$ cat config.mk
export PLATFORM = sky130hd
export DESIGN_NAME = control_matrix
export DESIGN_NICKNAME = d
export VERILOG_FILES = /design/src/hdl/ctrl_pkg.sv /design/src/hdl/control_matrix.sv /design/src/hdl/mem_exec_seq.sv /design/src/hdl/phase_seq.sv /design/src/hdl/vector_seq.sv
export SDC_FILE = /design/constraint.sdc
export NUM_CORES = 1
export LEC_CHECK = 0
export BUFFER_PORTS_ARGS = -buffer_cell sky130_fd_sc_hd__buf_2
export CORE_ASPECT_RATIO = 1.5
export CORE_UTILIZATION = 44
export DETAILED_ROUTE_END_ITERATION = 10
export GPL_TIMING_DRIVEN = 0
export PLACE_DENSITY = 0.83
export RECOVER_POWER = 50
export SLEW_MARGIN = 20
export SYNTH_ARGS = -nofsm -noshare
export SYNTH_HDL_FRONTEND = slang
export SYNTH_HIERARCHICAL = 1
export SYNTH_SLANG_ARGS = --single-unit
$ cat constraint.sdc
create_clock -name clk_i -period 2.3 [get_ports clk_i]
set_clock_uncertainty 0.05 [all_clocks]
set_input_delay 0.23 -clock clk_i [delete_from_list [all_inputs] [get_ports clk_i]]
set_output_delay 0.23 -clock clk_i [all_outputs]
set_load 0.05 [all_outputs]
$ cat src/hdl/ctrl_pkg.sv
`default_nettype none

package ctrl_pkg;

    // ----------------------------------------------------------------------
    // Sequencer state encodings
    // ----------------------------------------------------------------------
    typedef enum logic [2:0] {
        vec0,               // Load PC from vector constant
        vec1,               // Read vector location
        vec2,               // Load PC from memory
        vec3,               // Read first instruction
        vec4                // First instruction on memory output
    } vector_state_t;

    typedef enum logic [1:0] {
        ph_reset,
        ph_fetch,
        ph_decode,
        ph_execute
    } phase_t;

    typedef enum logic [2:0] {
        ld_addr,            // Load address into ALUOut
        ld_mem_acc,         // Memory read at computed address
        ld_mdr,             // Capture read data in MDR
        ld_wb,              // MDR to register file
        st_addr,            // Store address into ALUOut
        st_mem_acc,         // Read for byte merge
        st_write,           // Merged write
        ex_idle
    } exec_state_t;

    typedef enum logic [1:0] {
        op_load,
        op_store,
        op_other            // R-type and anything unknown
    } op_class_t;

    // ----------------------------------------------------------------------
    // Datapath select codes
    // ----------------------------------------------------------------------
    typedef enum logic [1:0] {
        pc_alu    = 2'd0,   // ALU result direct
        pc_vector = 2'd2,   // Reset vector constant
        pc_mem    = 2'd3    // Reset address read from memory
    } pc_src_t;

    typedef enum logic [1:0] {
        a_pc  = 2'd0,
        a_rs1 = 2'd2
    } a_src_t;

    typedef enum logic [1:0] {
        b_four = 2'd1,      // Constant +4 for PC advance
        b_imm  = 2'd2
    } b_src_t;

    typedef enum logic [1:0] {
        wd_alu = 2'd0,
        wd_mdr = 2'd2
    } wd_src_t;

    typedef enum logic [3:0] {
        alu_add = 4'd0
    } alu_op_t;

    // RV32I opcode field
    localparam int OPCODE_BITS = 7;
    localparam logic [OPCODE_BITS-1:0] OPC_LOAD  = 7'b0000011;
    localparam logic [OPCODE_BITS-1:0] OPC_STORE = 7'b0100011;

endpackage

`default_nettype wire

$ cat src/hdl/control_matrix.sv
`default_nettype none

module control_matrix #(
    parameter int DATA_WIDTH = 32
) (
    input  wire                     clk_i,
    input  wire                     resetComplete,
    input  wire  [DATA_WIDTH-1:0]   ir_i,
    input  wire                     mem_busy_i,
    output logic                    ready_o,
    output logic                    ir_ld_o,
    output logic                    pc_ld_o,
    output logic                    mem_rd_o,
    output logic                    mem_wr_o,
    output logic                    addr_src_o,
    output logic                    rst_src_o,
    output logic                    rg_wr_o,
    output logic                    alu_ld_o,
    output logic                    mdr_ld_o,
    output ctrl_pkg::pc_src_t       pc_src_o,
    output ctrl_pkg::a_src_t        a_src_o,
    output ctrl_pkg::b_src_t        b_src_o,
    output ctrl_pkg::wd_src_t       wd_src_o,
    output ctrl_pkg::alu_op_t       alu_op_o
);

    // ----------------------------------------------------------------------
    // Sequencer interconnect
    // ----------------------------------------------------------------------
    logic              vec_pc_ld;
    ctrl_pkg::pc_src_t vec_pc_src;
    logic              vec_mem_rd;
    logic              vec_done;

    logic              exec_start;
    logic              exec_is_store;
    logic              exec_last;

    logic              ex_alu_ld;
    logic              ex_addr_src;
    logic              ex_mem_rd;
    logic              ex_mem_wr;
    logic              ex_mdr_ld;
    logic              ex_rg_wr;
    ctrl_pkg::a_src_t  ex_a_src;
    ctrl_pkg::b_src_t  ex_b_src;
    ctrl_pkg::wd_src_t ex_wd_src;

    vector_seq u_vector (
        .clk_i         (clk_i),
        .resetComplete (resetComplete),
        .vec_pc_ld_o   (vec_pc_ld),
        .vec_pc_src_o  (vec_pc_src),
        .vec_mem_rd_o  (vec_mem_rd),
        .vec_done_o    (vec_done)
    );

    // Owns every top-level output
    phase_seq #(
        .DATA_WIDTH (DATA_WIDTH)
    ) u_phase (
        .clk_i           (clk_i),
        .resetComplete   (resetComplete),
        .ir_i            (ir_i),
        .mem_busy_i      (mem_busy_i),
        .vec_pc_ld_i     (vec_pc_ld),
        .vec_pc_src_i    (vec_pc_src),
        .vec_mem_rd_i    (vec_mem_rd),
        .vec_done_i      (vec_done),
        .ex_alu_ld_i     (ex_alu_ld),
        .ex_a_src_i      (ex_a_src),
        .ex_b_src_i      (ex_b_src),
        .ex_addr_src_i   (ex_addr_src),
        .ex_mem_rd_i     (ex_mem_rd),
        .ex_mem_wr_i     (ex_mem_wr),
        .ex_mdr_ld_i     (ex_mdr_ld),
        .ex_rg_wr_i      (ex_rg_wr),
        .ex_wd_src_i     (ex_wd_src),
        .exec_last_i     (exec_last),
        .exec_start_o    (exec_start),
        .exec_is_store_o (exec_is_store),
        .ready_o         (ready_o),
        .ir_ld_o         (ir_ld_o),
        .pc_ld_o         (pc_ld_o),
        .mem_rd_o        (mem_rd_o),
        .mem_wr_o        (mem_wr_o),
        .addr_src_o      (addr_src_o),
        .rst_src_o       (rst_src_o),
        .rg_wr_o         (rg_wr_o),
        .alu_ld_o        (alu_ld_o),
        .mdr_ld_o        (mdr_ld_o),
        .pc_src_o        (pc_src_o),
        .a_src_o         (a_src_o),
        .b_src_o         (b_src_o),
        .wd_src_o        (wd_src_o),
        .alu_op_o        (alu_op_o)
    );

    mem_exec_seq u_exec (
        .clk_i           (clk_i),
        .resetComplete   (resetComplete),
        .exec_start_i    (exec_start),
        .exec_is_store_i (exec_is_store),
        .ex_alu_ld_o     (ex_alu_ld),
        .ex_addr_src_o   (ex_addr_src),
        .ex_mem_rd_o     (ex_mem_rd),
        .ex_mem_wr_o     (ex_mem_wr),
        .ex_mdr_ld_o     (ex_mdr_ld),
        .ex_rg_wr_o      (ex_rg_wr),
        .ex_a_src_o      (ex_a_src),
        .ex_b_src_o      (ex_b_src),
        .ex_wd_src_o     (ex_wd_src),
        .exec_last_o     (exec_last)
    );

endmodule

`default_nettype wire

$ cat src/hdl/mem_exec_seq.sv
`default_nettype none

module mem_exec_seq (
    input  wire                 clk_i,
    input  wire                 resetComplete,
    input  wire                 exec_start_i,       // Decode of a load or store
    input  wire                 exec_is_store_i,
    output logic                ex_alu_ld_o,
    output logic                ex_addr_src_o,
    output logic                ex_mem_rd_o,
    output logic                ex_mem_wr_o,
    output logic                ex_mdr_ld_o,
    output logic                ex_rg_wr_o,
    output ctrl_pkg::a_src_t    ex_a_src_o,
    output ctrl_pkg::b_src_t    ex_b_src_o,
    output ctrl_pkg::wd_src_t   ex_wd_src_o,
    output logic                exec_last_o         // Final substate
);

    ctrl_pkg::exec_state_t state_q;
    ctrl_pkg::exec_state_t state_d;

    always_ff @(posedge clk_i) begin
        if (resetComplete) begin
            state_q <= ctrl_pkg::ex_idle;
        end else begin
            state_q <= state_d;
        end
    end

    // ----------------------------------------------------------------------
    // Substate chain and strobes
    // ----------------------------------------------------------------------
    always_comb begin
        state_d       = state_q;
        ex_alu_ld_o   = 1'b0;
        ex_addr_src_o = 1'b0;                       // PC addresses memory
        ex_mem_rd_o   = 1'b0;
        ex_mem_wr_o   = 1'b0;
        ex_mdr_ld_o   = 1'b0;
        ex_rg_wr_o    = 1'b0;
        ex_a_src_o    = ctrl_pkg::a_pc;
        ex_b_src_o    = ctrl_pkg::b_four;
        ex_wd_src_o   = ctrl_pkg::wd_alu;
        exec_last_o   = 1'b0;

        case (state_q)
            ctrl_pkg::ex_idle: begin
                if (exec_start_i) begin
                    state_d = exec_is_store_i ? ctrl_pkg::st_addr : ctrl_pkg::ld_addr;
                end
            end

            // Load path
            ctrl_pkg::ld_addr: begin
                ex_alu_ld_o = 1'b1;                 // rs1 + imm into ALUOut
                ex_a_src_o  = ctrl_pkg::a_rs1;
                ex_b_src_o  = ctrl_pkg::b_imm;
                state_d     = ctrl_pkg::ld_mem_acc;
            end
            ctrl_pkg::ld_mem_acc: begin
                ex_mem_rd_o   = 1'b1;
                ex_addr_src_o = 1'b1;               // ALUOut as address
                state_d       = ctrl_pkg::ld_mdr;
            end
            ctrl_pkg::ld_mdr: begin
                ex_mem_rd_o   = 1'b1;
                ex_addr_src_o = 1'b1;
                ex_mdr_ld_o   = 1'b1;               // Data valid on memory out
                state_d       = ctrl_pkg::ld_wb;
            end
            ctrl_pkg::ld_wb: begin
                ex_rg_wr_o  = 1'b1;
                ex_wd_src_o = ctrl_pkg::wd_mdr;
                ex_mem_rd_o = 1'b1;                 // Start read of next instruction
                exec_last_o = 1'b1;
                state_d     = ctrl_pkg::ex_idle;
            end

            // Store path
            ctrl_pkg::st_addr: begin
                ex_alu_ld_o   = 1'b1;
                ex_a_src_o    = ctrl_pkg::a_rs1;
                ex_b_src_o    = ctrl_pkg::b_imm;
                ex_addr_src_o = 1'b1;
                state_d       = ctrl_pkg::st_mem_acc;
            end
            ctrl_pkg::st_mem_acc: begin
                ex_mem_rd_o   = 1'b1;               // Old word for sub-word merge
                ex_addr_src_o = 1'b1;
                state_d       = ctrl_pkg::st_write;
            end
            ctrl_pkg::st_write: begin
                ex_mem_wr_o   = 1'b1;
                ex_addr_src_o = 1'b1;
                exec_last_o   = 1'b1;
                state_d       = ctrl_pkg::ex_idle;
            end

            default: state_d = ctrl_pkg::ex_idle;
        endcase
    end

endmodule

`default_nettype wire

$ cat src/hdl/phase_seq.sv
`default_nettype none

module phase_seq #(
    parameter int DATA_WIDTH = 32
) (
    input  wire                     clk_i,
    input  wire                     resetComplete,
    input  wire  [DATA_WIDTH-1:0]   ir_i,
    input  wire                     mem_busy_i,         // Only looked at in Fetch
    // Reset-vector strobes
    input  wire                     vec_pc_ld_i,
    input  wire ctrl_pkg::pc_src_t  vec_pc_src_i,
    input  wire                     vec_mem_rd_i,
    input  wire                     vec_done_i,
    // Execute strobes
    input  wire                     ex_alu_ld_i,
    input  wire ctrl_pkg::a_src_t   ex_a_src_i,
    input  wire ctrl_pkg::b_src_t   ex_b_src_i,
    input  wire                     ex_addr_src_i,
    input  wire                     ex_mem_rd_i,
    input  wire                     ex_mem_wr_i,
    input  wire                     ex_mdr_ld_i,
    input  wire                     ex_rg_wr_i,
    input  wire ctrl_pkg::wd_src_t  ex_wd_src_i,
    input  wire                     exec_last_i,
    output logic                    exec_start_o,
    output logic                    exec_is_store_o,
    // Datapath controls
    output logic                    ready_o,
    output logic                    ir_ld_o,
    output logic                    pc_ld_o,
    output logic                    mem_rd_o,
    output logic                    mem_wr_o,
    output logic                    addr_src_o,
    output logic                    rst_src_o,
    output logic                    rg_wr_o,
    output logic                    alu_ld_o,
    output logic                    mdr_ld_o,
    output ctrl_pkg::pc_src_t       pc_src_o,
    output ctrl_pkg::a_src_t        a_src_o,
    output ctrl_pkg::b_src_t        b_src_o,
    output ctrl_pkg::wd_src_t       wd_src_o,
    output ctrl_pkg::alu_op_t       alu_op_o
);

    ctrl_pkg::phase_t    phase_q;
    ctrl_pkg::phase_t    phase_d;
    ctrl_pkg::op_class_t op_class;
    logic [ctrl_pkg::OPCODE_BITS-1:0] opcode;
    logic ready_q;                                      // Vector sequence finished

    assign opcode = ir_i[ctrl_pkg::OPCODE_BITS-1:0];

    // Opcode class for Decode
    always_comb begin
        case (opcode)
            ctrl_pkg::OPC_LOAD:  op_class = ctrl_pkg::op_load;
            ctrl_pkg::OPC_STORE: op_class = ctrl_pkg::op_store;
            default:             op_class = ctrl_pkg::op_other;
        endcase
    end

    assign exec_is_store_o = (op_class == ctrl_pkg::op_store);
    assign ready_o         = ready_q | vec_done_i;      // High from vec4 on

    always_ff @(posedge clk_i) begin
        if (resetComplete) begin
            phase_q <= ctrl_pkg::ph_reset;
            ready_q <= 1'b0;
        end else begin
            phase_q <= phase_d;
            if (vec_done_i) begin
                ready_q <= 1'b1;
            end
        end
    end

    // ----------------------------------------------------------------------
    // Phase sequencing and output merge
    // ----------------------------------------------------------------------
    always_comb begin
        phase_d      = phase_q;
        exec_start_o = 1'b0;
        ir_ld_o      = 1'b0;
        pc_ld_o      = 1'b0;
        mem_rd_o     = 1'b0;
        mem_wr_o     = 1'b0;
        addr_src_o   = 1'b0;
        rst_src_o    = 1'b0;
        rg_wr_o      = 1'b0;
        alu_ld_o     = 1'b0;
        mdr_ld_o     = 1'b0;
        pc_src_o     = ctrl_pkg::pc_alu;
        a_src_o      = ctrl_pkg::a_pc;
        b_src_o      = ctrl_pkg::b_four;
        wd_src_o     = ctrl_pkg::wd_alu;
        alu_op_o     = ctrl_pkg::alu_add;               // Only op this sequencer needs

        case (phase_q)
            ctrl_pkg::ph_reset: begin
                pc_ld_o   = vec_pc_ld_i;
                pc_src_o  = vec_pc_src_i;
                mem_rd_o  = vec_mem_rd_i;
                rst_src_o = vec_pc_ld_i | vec_mem_rd_i; // Vector steps 0 to 3
                if (vec_done_i) begin
                    phase_d = ctrl_pkg::ph_fetch;
                end
            end
            ctrl_pkg::ph_fetch: begin
                if (!mem_busy_i) begin
                    ir_ld_o = 1'b1;                     // Instruction on memory out
                    phase_d = ctrl_pkg::ph_decode;
                end
            end
            ctrl_pkg::ph_decode: begin
                alu_ld_o = 1'b1;                        // PC + 4
                pc_ld_o  = 1'b1;
                if (op_class == ctrl_pkg::op_other) begin
                    phase_d = ctrl_pkg::ph_fetch;       // Nothing to execute
                end else begin
                    exec_start_o = 1'b1;
                    phase_d      = ctrl_pkg::ph_execute;
                end
            end
            ctrl_pkg::ph_execute: begin
                alu_ld_o   = ex_alu_ld_i;
                a_src_o    = ex_a_src_i;
                b_src_o    = ex_b_src_i;
                addr_src_o = ex_addr_src_i;
                mem_rd_o   = ex_mem_rd_i;
                mem_wr_o   = ex_mem_wr_i;
                mdr_ld_o   = ex_mdr_ld_i;
                rg_wr_o    = ex_rg_wr_i;
                wd_src_o   = ex_wd_src_i;
                if (exec_last_i) begin
                    phase_d = ctrl_pkg::ph_fetch;
                end
            end
            default: phase_d = ctrl_pkg::ph_reset;
        endcase
    end

endmodule

`default_nettype wire

$ cat src/hdl/vector_seq.sv
`default_nettype none

module vector_seq (
    input  wire                 clk_i,
    input  wire                 resetComplete,
    output logic                vec_pc_ld_o,    // PC load request
    output ctrl_pkg::pc_src_t   vec_pc_src_o,
    output logic                vec_mem_rd_o,
    output logic                vec_done_o      // One pulse on first vec4 cycle
);

    ctrl_pkg::vector_state_t step_q;
    logic run_q;                                // Set on first edge out of reset
    logic done_q;                               // vec4 already reported

    // ----------------------------------------------------------------------
    // Step counter
    // ----------------------------------------------------------------------
    always_ff @(posedge clk_i) begin
        if (resetComplete) begin
            step_q <= ctrl_pkg::vec0;
            run_q  <= 1'b0;
            done_q <= 1'b0;
        end else begin
            run_q <= 1'b1;
            if (run_q) begin
                case (step_q)
                    ctrl_pkg::vec0: step_q <= ctrl_pkg::vec1;
                    ctrl_pkg::vec1: step_q <= ctrl_pkg::vec2;
                    ctrl_pkg::vec2: step_q <= ctrl_pkg::vec3;
                    ctrl_pkg::vec3: step_q <= ctrl_pkg::vec4;
                    ctrl_pkg::vec4: begin
                        step_q <= ctrl_pkg::vec4;   // Parked until next reset
                        done_q <= 1'b1;
                    end
                    default: step_q <= ctrl_pkg::vec0;
                endcase
            end
        end
    end

    // Step decode
    always_comb begin
        vec_pc_ld_o  = 1'b0;
        vec_pc_src_o = ctrl_pkg::pc_alu;
        vec_mem_rd_o = 1'b0;
        vec_done_o   = 1'b0;
        if (run_q) begin
            case (step_q)
                ctrl_pkg::vec0: begin
                    vec_pc_ld_o  = 1'b1;
                    vec_pc_src_o = ctrl_pkg::pc_vector;
                end
                ctrl_pkg::vec1: vec_mem_rd_o = 1'b1;    // Fetch reset address
                ctrl_pkg::vec2: begin
                    vec_pc_ld_o  = 1'b1;
                    vec_pc_src_o = ctrl_pkg::pc_mem;
                end
                ctrl_pkg::vec3: vec_mem_rd_o = 1'b1;    // Fetch first instruction
                ctrl_pkg::vec4: vec_done_o = ~done_q;
                default: vec_pc_ld_o = 1'b0;
            endcase
        end
    end

endmodule

`default_nettype wire

==> Word level (Yosys, flattened, before mapping) <==
Cells that the tools add are included.
Widths: inputs -> output; s select.
{ "totals": {"latchBits": 0, "elab_cells": 88, "regBits": 11, "rom_bits": 0, "ramBits": 0, "input_bits": 35, "n_memories": 0, "output_inout_bits": 22} }
{ "op_classes": {"div_mod_pow": 0, "shift": 0, "n_addsub": 0, "bitwise_logic": 3, "n_reduce_logical": 12, "eq_ne": 22, "multipliers": 0, "mux": 45, "magnitude_cmp": 0} }
{ "ops": {"columns": ["op", "n"], "rows": [
  ["$mux 2", 12],
  ["$mux 1", 23],
  ["$pmux 3 s7", 1],
  ["$eq 3x3->1 const B", 5],
  ["$eq 3x2->1 const B", 4],
  ["$pmux 3 s4", 1],
  ["$reduce_or 2->1", 5],
  ["$pmux 2 s2", 2],
  ["$pmux 2 s4", 1],
  ["$eq 7x2->1 const B", 1],
  ["$eq 7x6->1 const B", 1],
  ["$eq 2x2->1 const B", 3],
  ["$eq 3x1->1 const B", 2],
  ["$logic_not 3->1", 2],
  ["$mux 3", 2],
  ["$ne 2x2->1 const B", 3],
  ["$pmux 1 s2", 3],
  ["$reduce_or 5->1", 1],
  ["$eq 2x1->1 const B", 2],
  ["$reduce_or 4->1", 1],
  ["$reduce_and 3->1", 1],
  ["$logic_not 2->1", 1],
  ["$ne 2x1->1 const B", 1],
  ["$or 1x1->1", 2],
  ["other kinds (2)", 2]
]} }

==> Logic depth before layout (Yosys ltp) <==
{ "logic_depth": {"ltp_word": 7, "depth_mapped": 6, "mapped_depth_nobuf": 5} }

==> Cells and area by module <==
The synthesis kept the hierarchy.
{ "by_module_without_submodules": {"columns": ["mod", "seq_area_each_um2", "area_each_um2", "cells_each", "instances"], "rows": [
  ["phase_seq", 60.1, 401.6, 49, 1],
  ["vector_seq", 100.1, 236.5, 23, 1],
  ["mem_exec_seq", 60.1, 230.2, 29, 1]
]} }

==> Worst setup path after synthesis <==
Ideal clock, no wire load.
{ "synth_path": {"path_type": "register to output", "from": "reg u_phase.phase_q[0]", "to": "out mem_rd_o", "path_stages_with_launch": 4, "n_path_buf": 0, "t_arrival_ps": 1372, "path_slack_ps": 648, "required_time_ps": 2020, "cell_sequence": "dfxtp_1 > inv_1 > ha_1 > nor2_1"} }
{ "synth_between": {"elab_chain_cells": 2, "elab_cells_between_ends": 3, "classes_between": "eq/ne: 1; mux: 1; reduce/logical: 1"} }
{ "synth_rtl": {"columns": ["element", "line_no", "rtl"], "rows": [
  ["start, declared", "phase_seq.sv:46", "ctrl_pkg::phase_t phase_q;"],
  ["start signal, assigned", "phase_seq.sv:68", "phase_q <= ctrl_pkg::ph_reset;"],
  ["start signal, assigned", "phase_seq.sv:71", "phase_q <= phase_d;"],
  ["$eq 2x2->1 / $logic_not 2->1 (equally long branches)", "phase_seq.sv:99", "case (phase_q)"],
  ["$pmux 1 s2 *", "phase_seq.sv:99", null],
  ["end, declared", "control_matrix.sv:13", "output logic mem_rd_o,"]
]} }
Mark *: on every way between the ends. The rest lies on a longest branch, timed or not.

==> Worst setup path in the final report <==
{ "layout_path": {"from": "reg u_phase.phase_q[0]", "to": "out mem_wr_o"} }
{ "layout_between": {"elab_chain_cells": 2} }
{ "layout_rtl": {"columns": ["element", "line_no", "rtl"], "rows": [
  ["$eq 2x2->1", "phase_seq.sv:99", null],
  ["$mux 1", "phase_seq.sv:99", null],
  ["end, declared", "control_matrix.sv:14", "output logic mem_wr_o,"]
]} }
Every way passes these cells.

==> metrics.txt <==
status complete, no violations; gr ovfl total 0; Synth Area per Inst 8.60 µm²; critical-path cell list ha_1, clkbuf_1, and2_1, buf_2; total die area 2160 µm²; Power Density 459 nW/µm²; post-detailed-route count of antenna-violating nets 0; number of I/O port buffers 25; Leakage 0.000528 µW; Clock Path Buffers 2; max incr delay on CP 0.40 ns; RSZ-0062 raised after global routing false; Synth cell types 39; max-slew violation count 0; clk sink count 11; min Tclk post-route approximately 1.9 ns; vias in the first global route 697; largest net degree at the start of global routing 13; initial antenna violation count 0; critical path's slowest cell dfxtp_1; total power 476 µW; clock slew at reported path FFs around 0.070 ns; routability cong. 0.837; TritonRoute pass-1 iters 4; Worst-Margin Slew 0.587 ns; EDFF count, synth 0; area growth from synthesis to layout 19.5%; fin nets 174; FP Rows 19; Post-synth ARST share 0%; setup TNS 0 ns; Final Setup Violations 0; core box area 1850 µm²; via/cell ratio 4.96; Peak Freq approximately 520 MHz; most frequent cells in the layout buf_2 (23), buf_4 (12), and2_1 (11), dfxtp_1 (11); Wirelength per Cell 10.8 µm; post_cts resized 0; Post-CTS Setup Bufs 0; hold buffers post-CTS 0; worst min path class in -> reg; crit path capture type primary output; CTS tree done; clock root buffer master clkbuf_4; reg-to-reg setup timing slack 0.83 ns; DRC 0; chip width 38.3 µm; critical path data arrival time 1.63 ns; CP Max Fanout 10; Mapped Area 868 µm²; hpwl dp 1.33 mm; CP Data Required Time 2.02 ns; final std cells w/o fill 155; layout cells sized above 1 between 30 and 40%; max cap viols 0; Syn Inst Count 101; Synth Flop Type dfxtp_1; Seq/Total Area, Yosys 25.4%; Post-Route WL 1.67 mm; final hold vios 0; Initial Utilization between 40% and 50%; first-pass GRT wire length roughly 2.7 mm; synthesized flop and latch total 11; DRT iter0 DRCs 10; most common cell after layout, fill and taps aside buf_2; Post-Place Cells 151; number of CTS-inserted buffers 3; diode count 0; Slew HR 61.0%; I/O pins 57; H-tree depth 1; warnings from Yosys 6; DR vias between 700 and 800; GR Util All Layers 17.0%; Clock Latency Late Sink 0.27 ns; fin crit share 83.0%; crit path launch type flop; critical path type reg -> out; largest vdd supply drop 0.300 mV; chip height 56.4 µm
[synthesized netlist by cell type (3+ instances only)]
master	instances	area (µm²)
ha_1	4	50.1
nor2b_1	5	31.3
and3_1	3	18.8
nand2b_1	4	25.0
dfxtp_1	11	220
and2_1	11	68.8
nor2_1	5	18.8
o21a_1	3	22.5
inv_1	6	22.5
buf_4	12	90.1
[state kept, by name, indices dropped and copies added, names as in the netlist]
name / cells
u_exec/state_q: 3
u_vector/run_q: 1
u_phase/phase_q: 2
u_phase/ready_q: 1
u_vector/done_q: 1
u_vector/step_q: 3
[logic make-up after synthesis]
logic type | after synthesis | share of synthesized area, %
AOI/OAI and AO/OA | 20 | 20.0
xor gates and xnor gates | 1 | 1.01
DFF | 11 | 25.4
and+or+nand+nor | 44 | 33.6
other | 2 | 0.865
buffers and inverters | 19 | 13.4
adders and majority gates | 4 | 5.76
[routing by layer]
layer	global-route usage [%]	routed length, µm	vias to the layer above
li1	-	-	398
met1	16.4	674	340
met2	30.0	878	27
met3	1.98	86	4
met4	12.8	31	0
met5	0	0	-
[report_power, final]
| part | switching (µW) | internal [µW] | total, µW | leakage, µW |
|---|---|---|---|---|
| Clock | 65.0 | 67.3 | 132 | 0.0000150 |
| Sequential | 8.97 | 197 | 206 | 0.0000896 |
| Combinational | 90.4 | 47.9 | 138 | 0.000423 |
| Total | 164 | 312 | 476 | 0.000528 |
[per-stage QoR]
step	hold slack (ns)	util, %	cell area (µm²)	setup WS [ns]
2_1_floorplan	0.245	-	883	0.648
3_3_place_gp	0.384	55.8	1030	0.753
3_5_place_dp	0.391	55.8	1030	0.686
4_1_cts	0.239	57.2	1060	0.371
5_1_grt	0.272	55.9	1040	0.288
6_report	0.260	55.9	1040	0.392
[critical path: cells and delay by family, from the launching register on]
kind | cells | cell delay, ns
buffers and inverters | 2 | 0.51
flip-flops | 1 | 0.40
adder cells (fa/ha/maj) | 1 | 0.26
AND/OR/NAND/NOR | 1 | 0.17
[final timing paths]
path                       from            endpoint  cells after the start
max reg2reg   u_exec/state_q[0]  u_phase/phase_q[1]                      6
min                  mem_busy_i  u_phase/phase_q[1]                      4
min reg2reg     u_vector/done_q     u_vector/done_q                      2
max          u_phase/phase_q[0]            mem_wr_o                      4
[cell type report]
| class | count | area (µm²) |
|---|---|---|
| Clock buffer | 4 | 26.3 |
| Timing Repair Buffer | 25 | 123 |
| Sequential cell | 11 | 220 |
| Tap cell | 21 | 26.3 |
| Buffer | 13 | 93.8 |
| Fill cell | 188 | 817 |
| Inverter | 6 | 22.5 |
| Multi-Input combinational cell | 75 | 526 |
No activity file was read; power rests on OpenSTA's default activity.
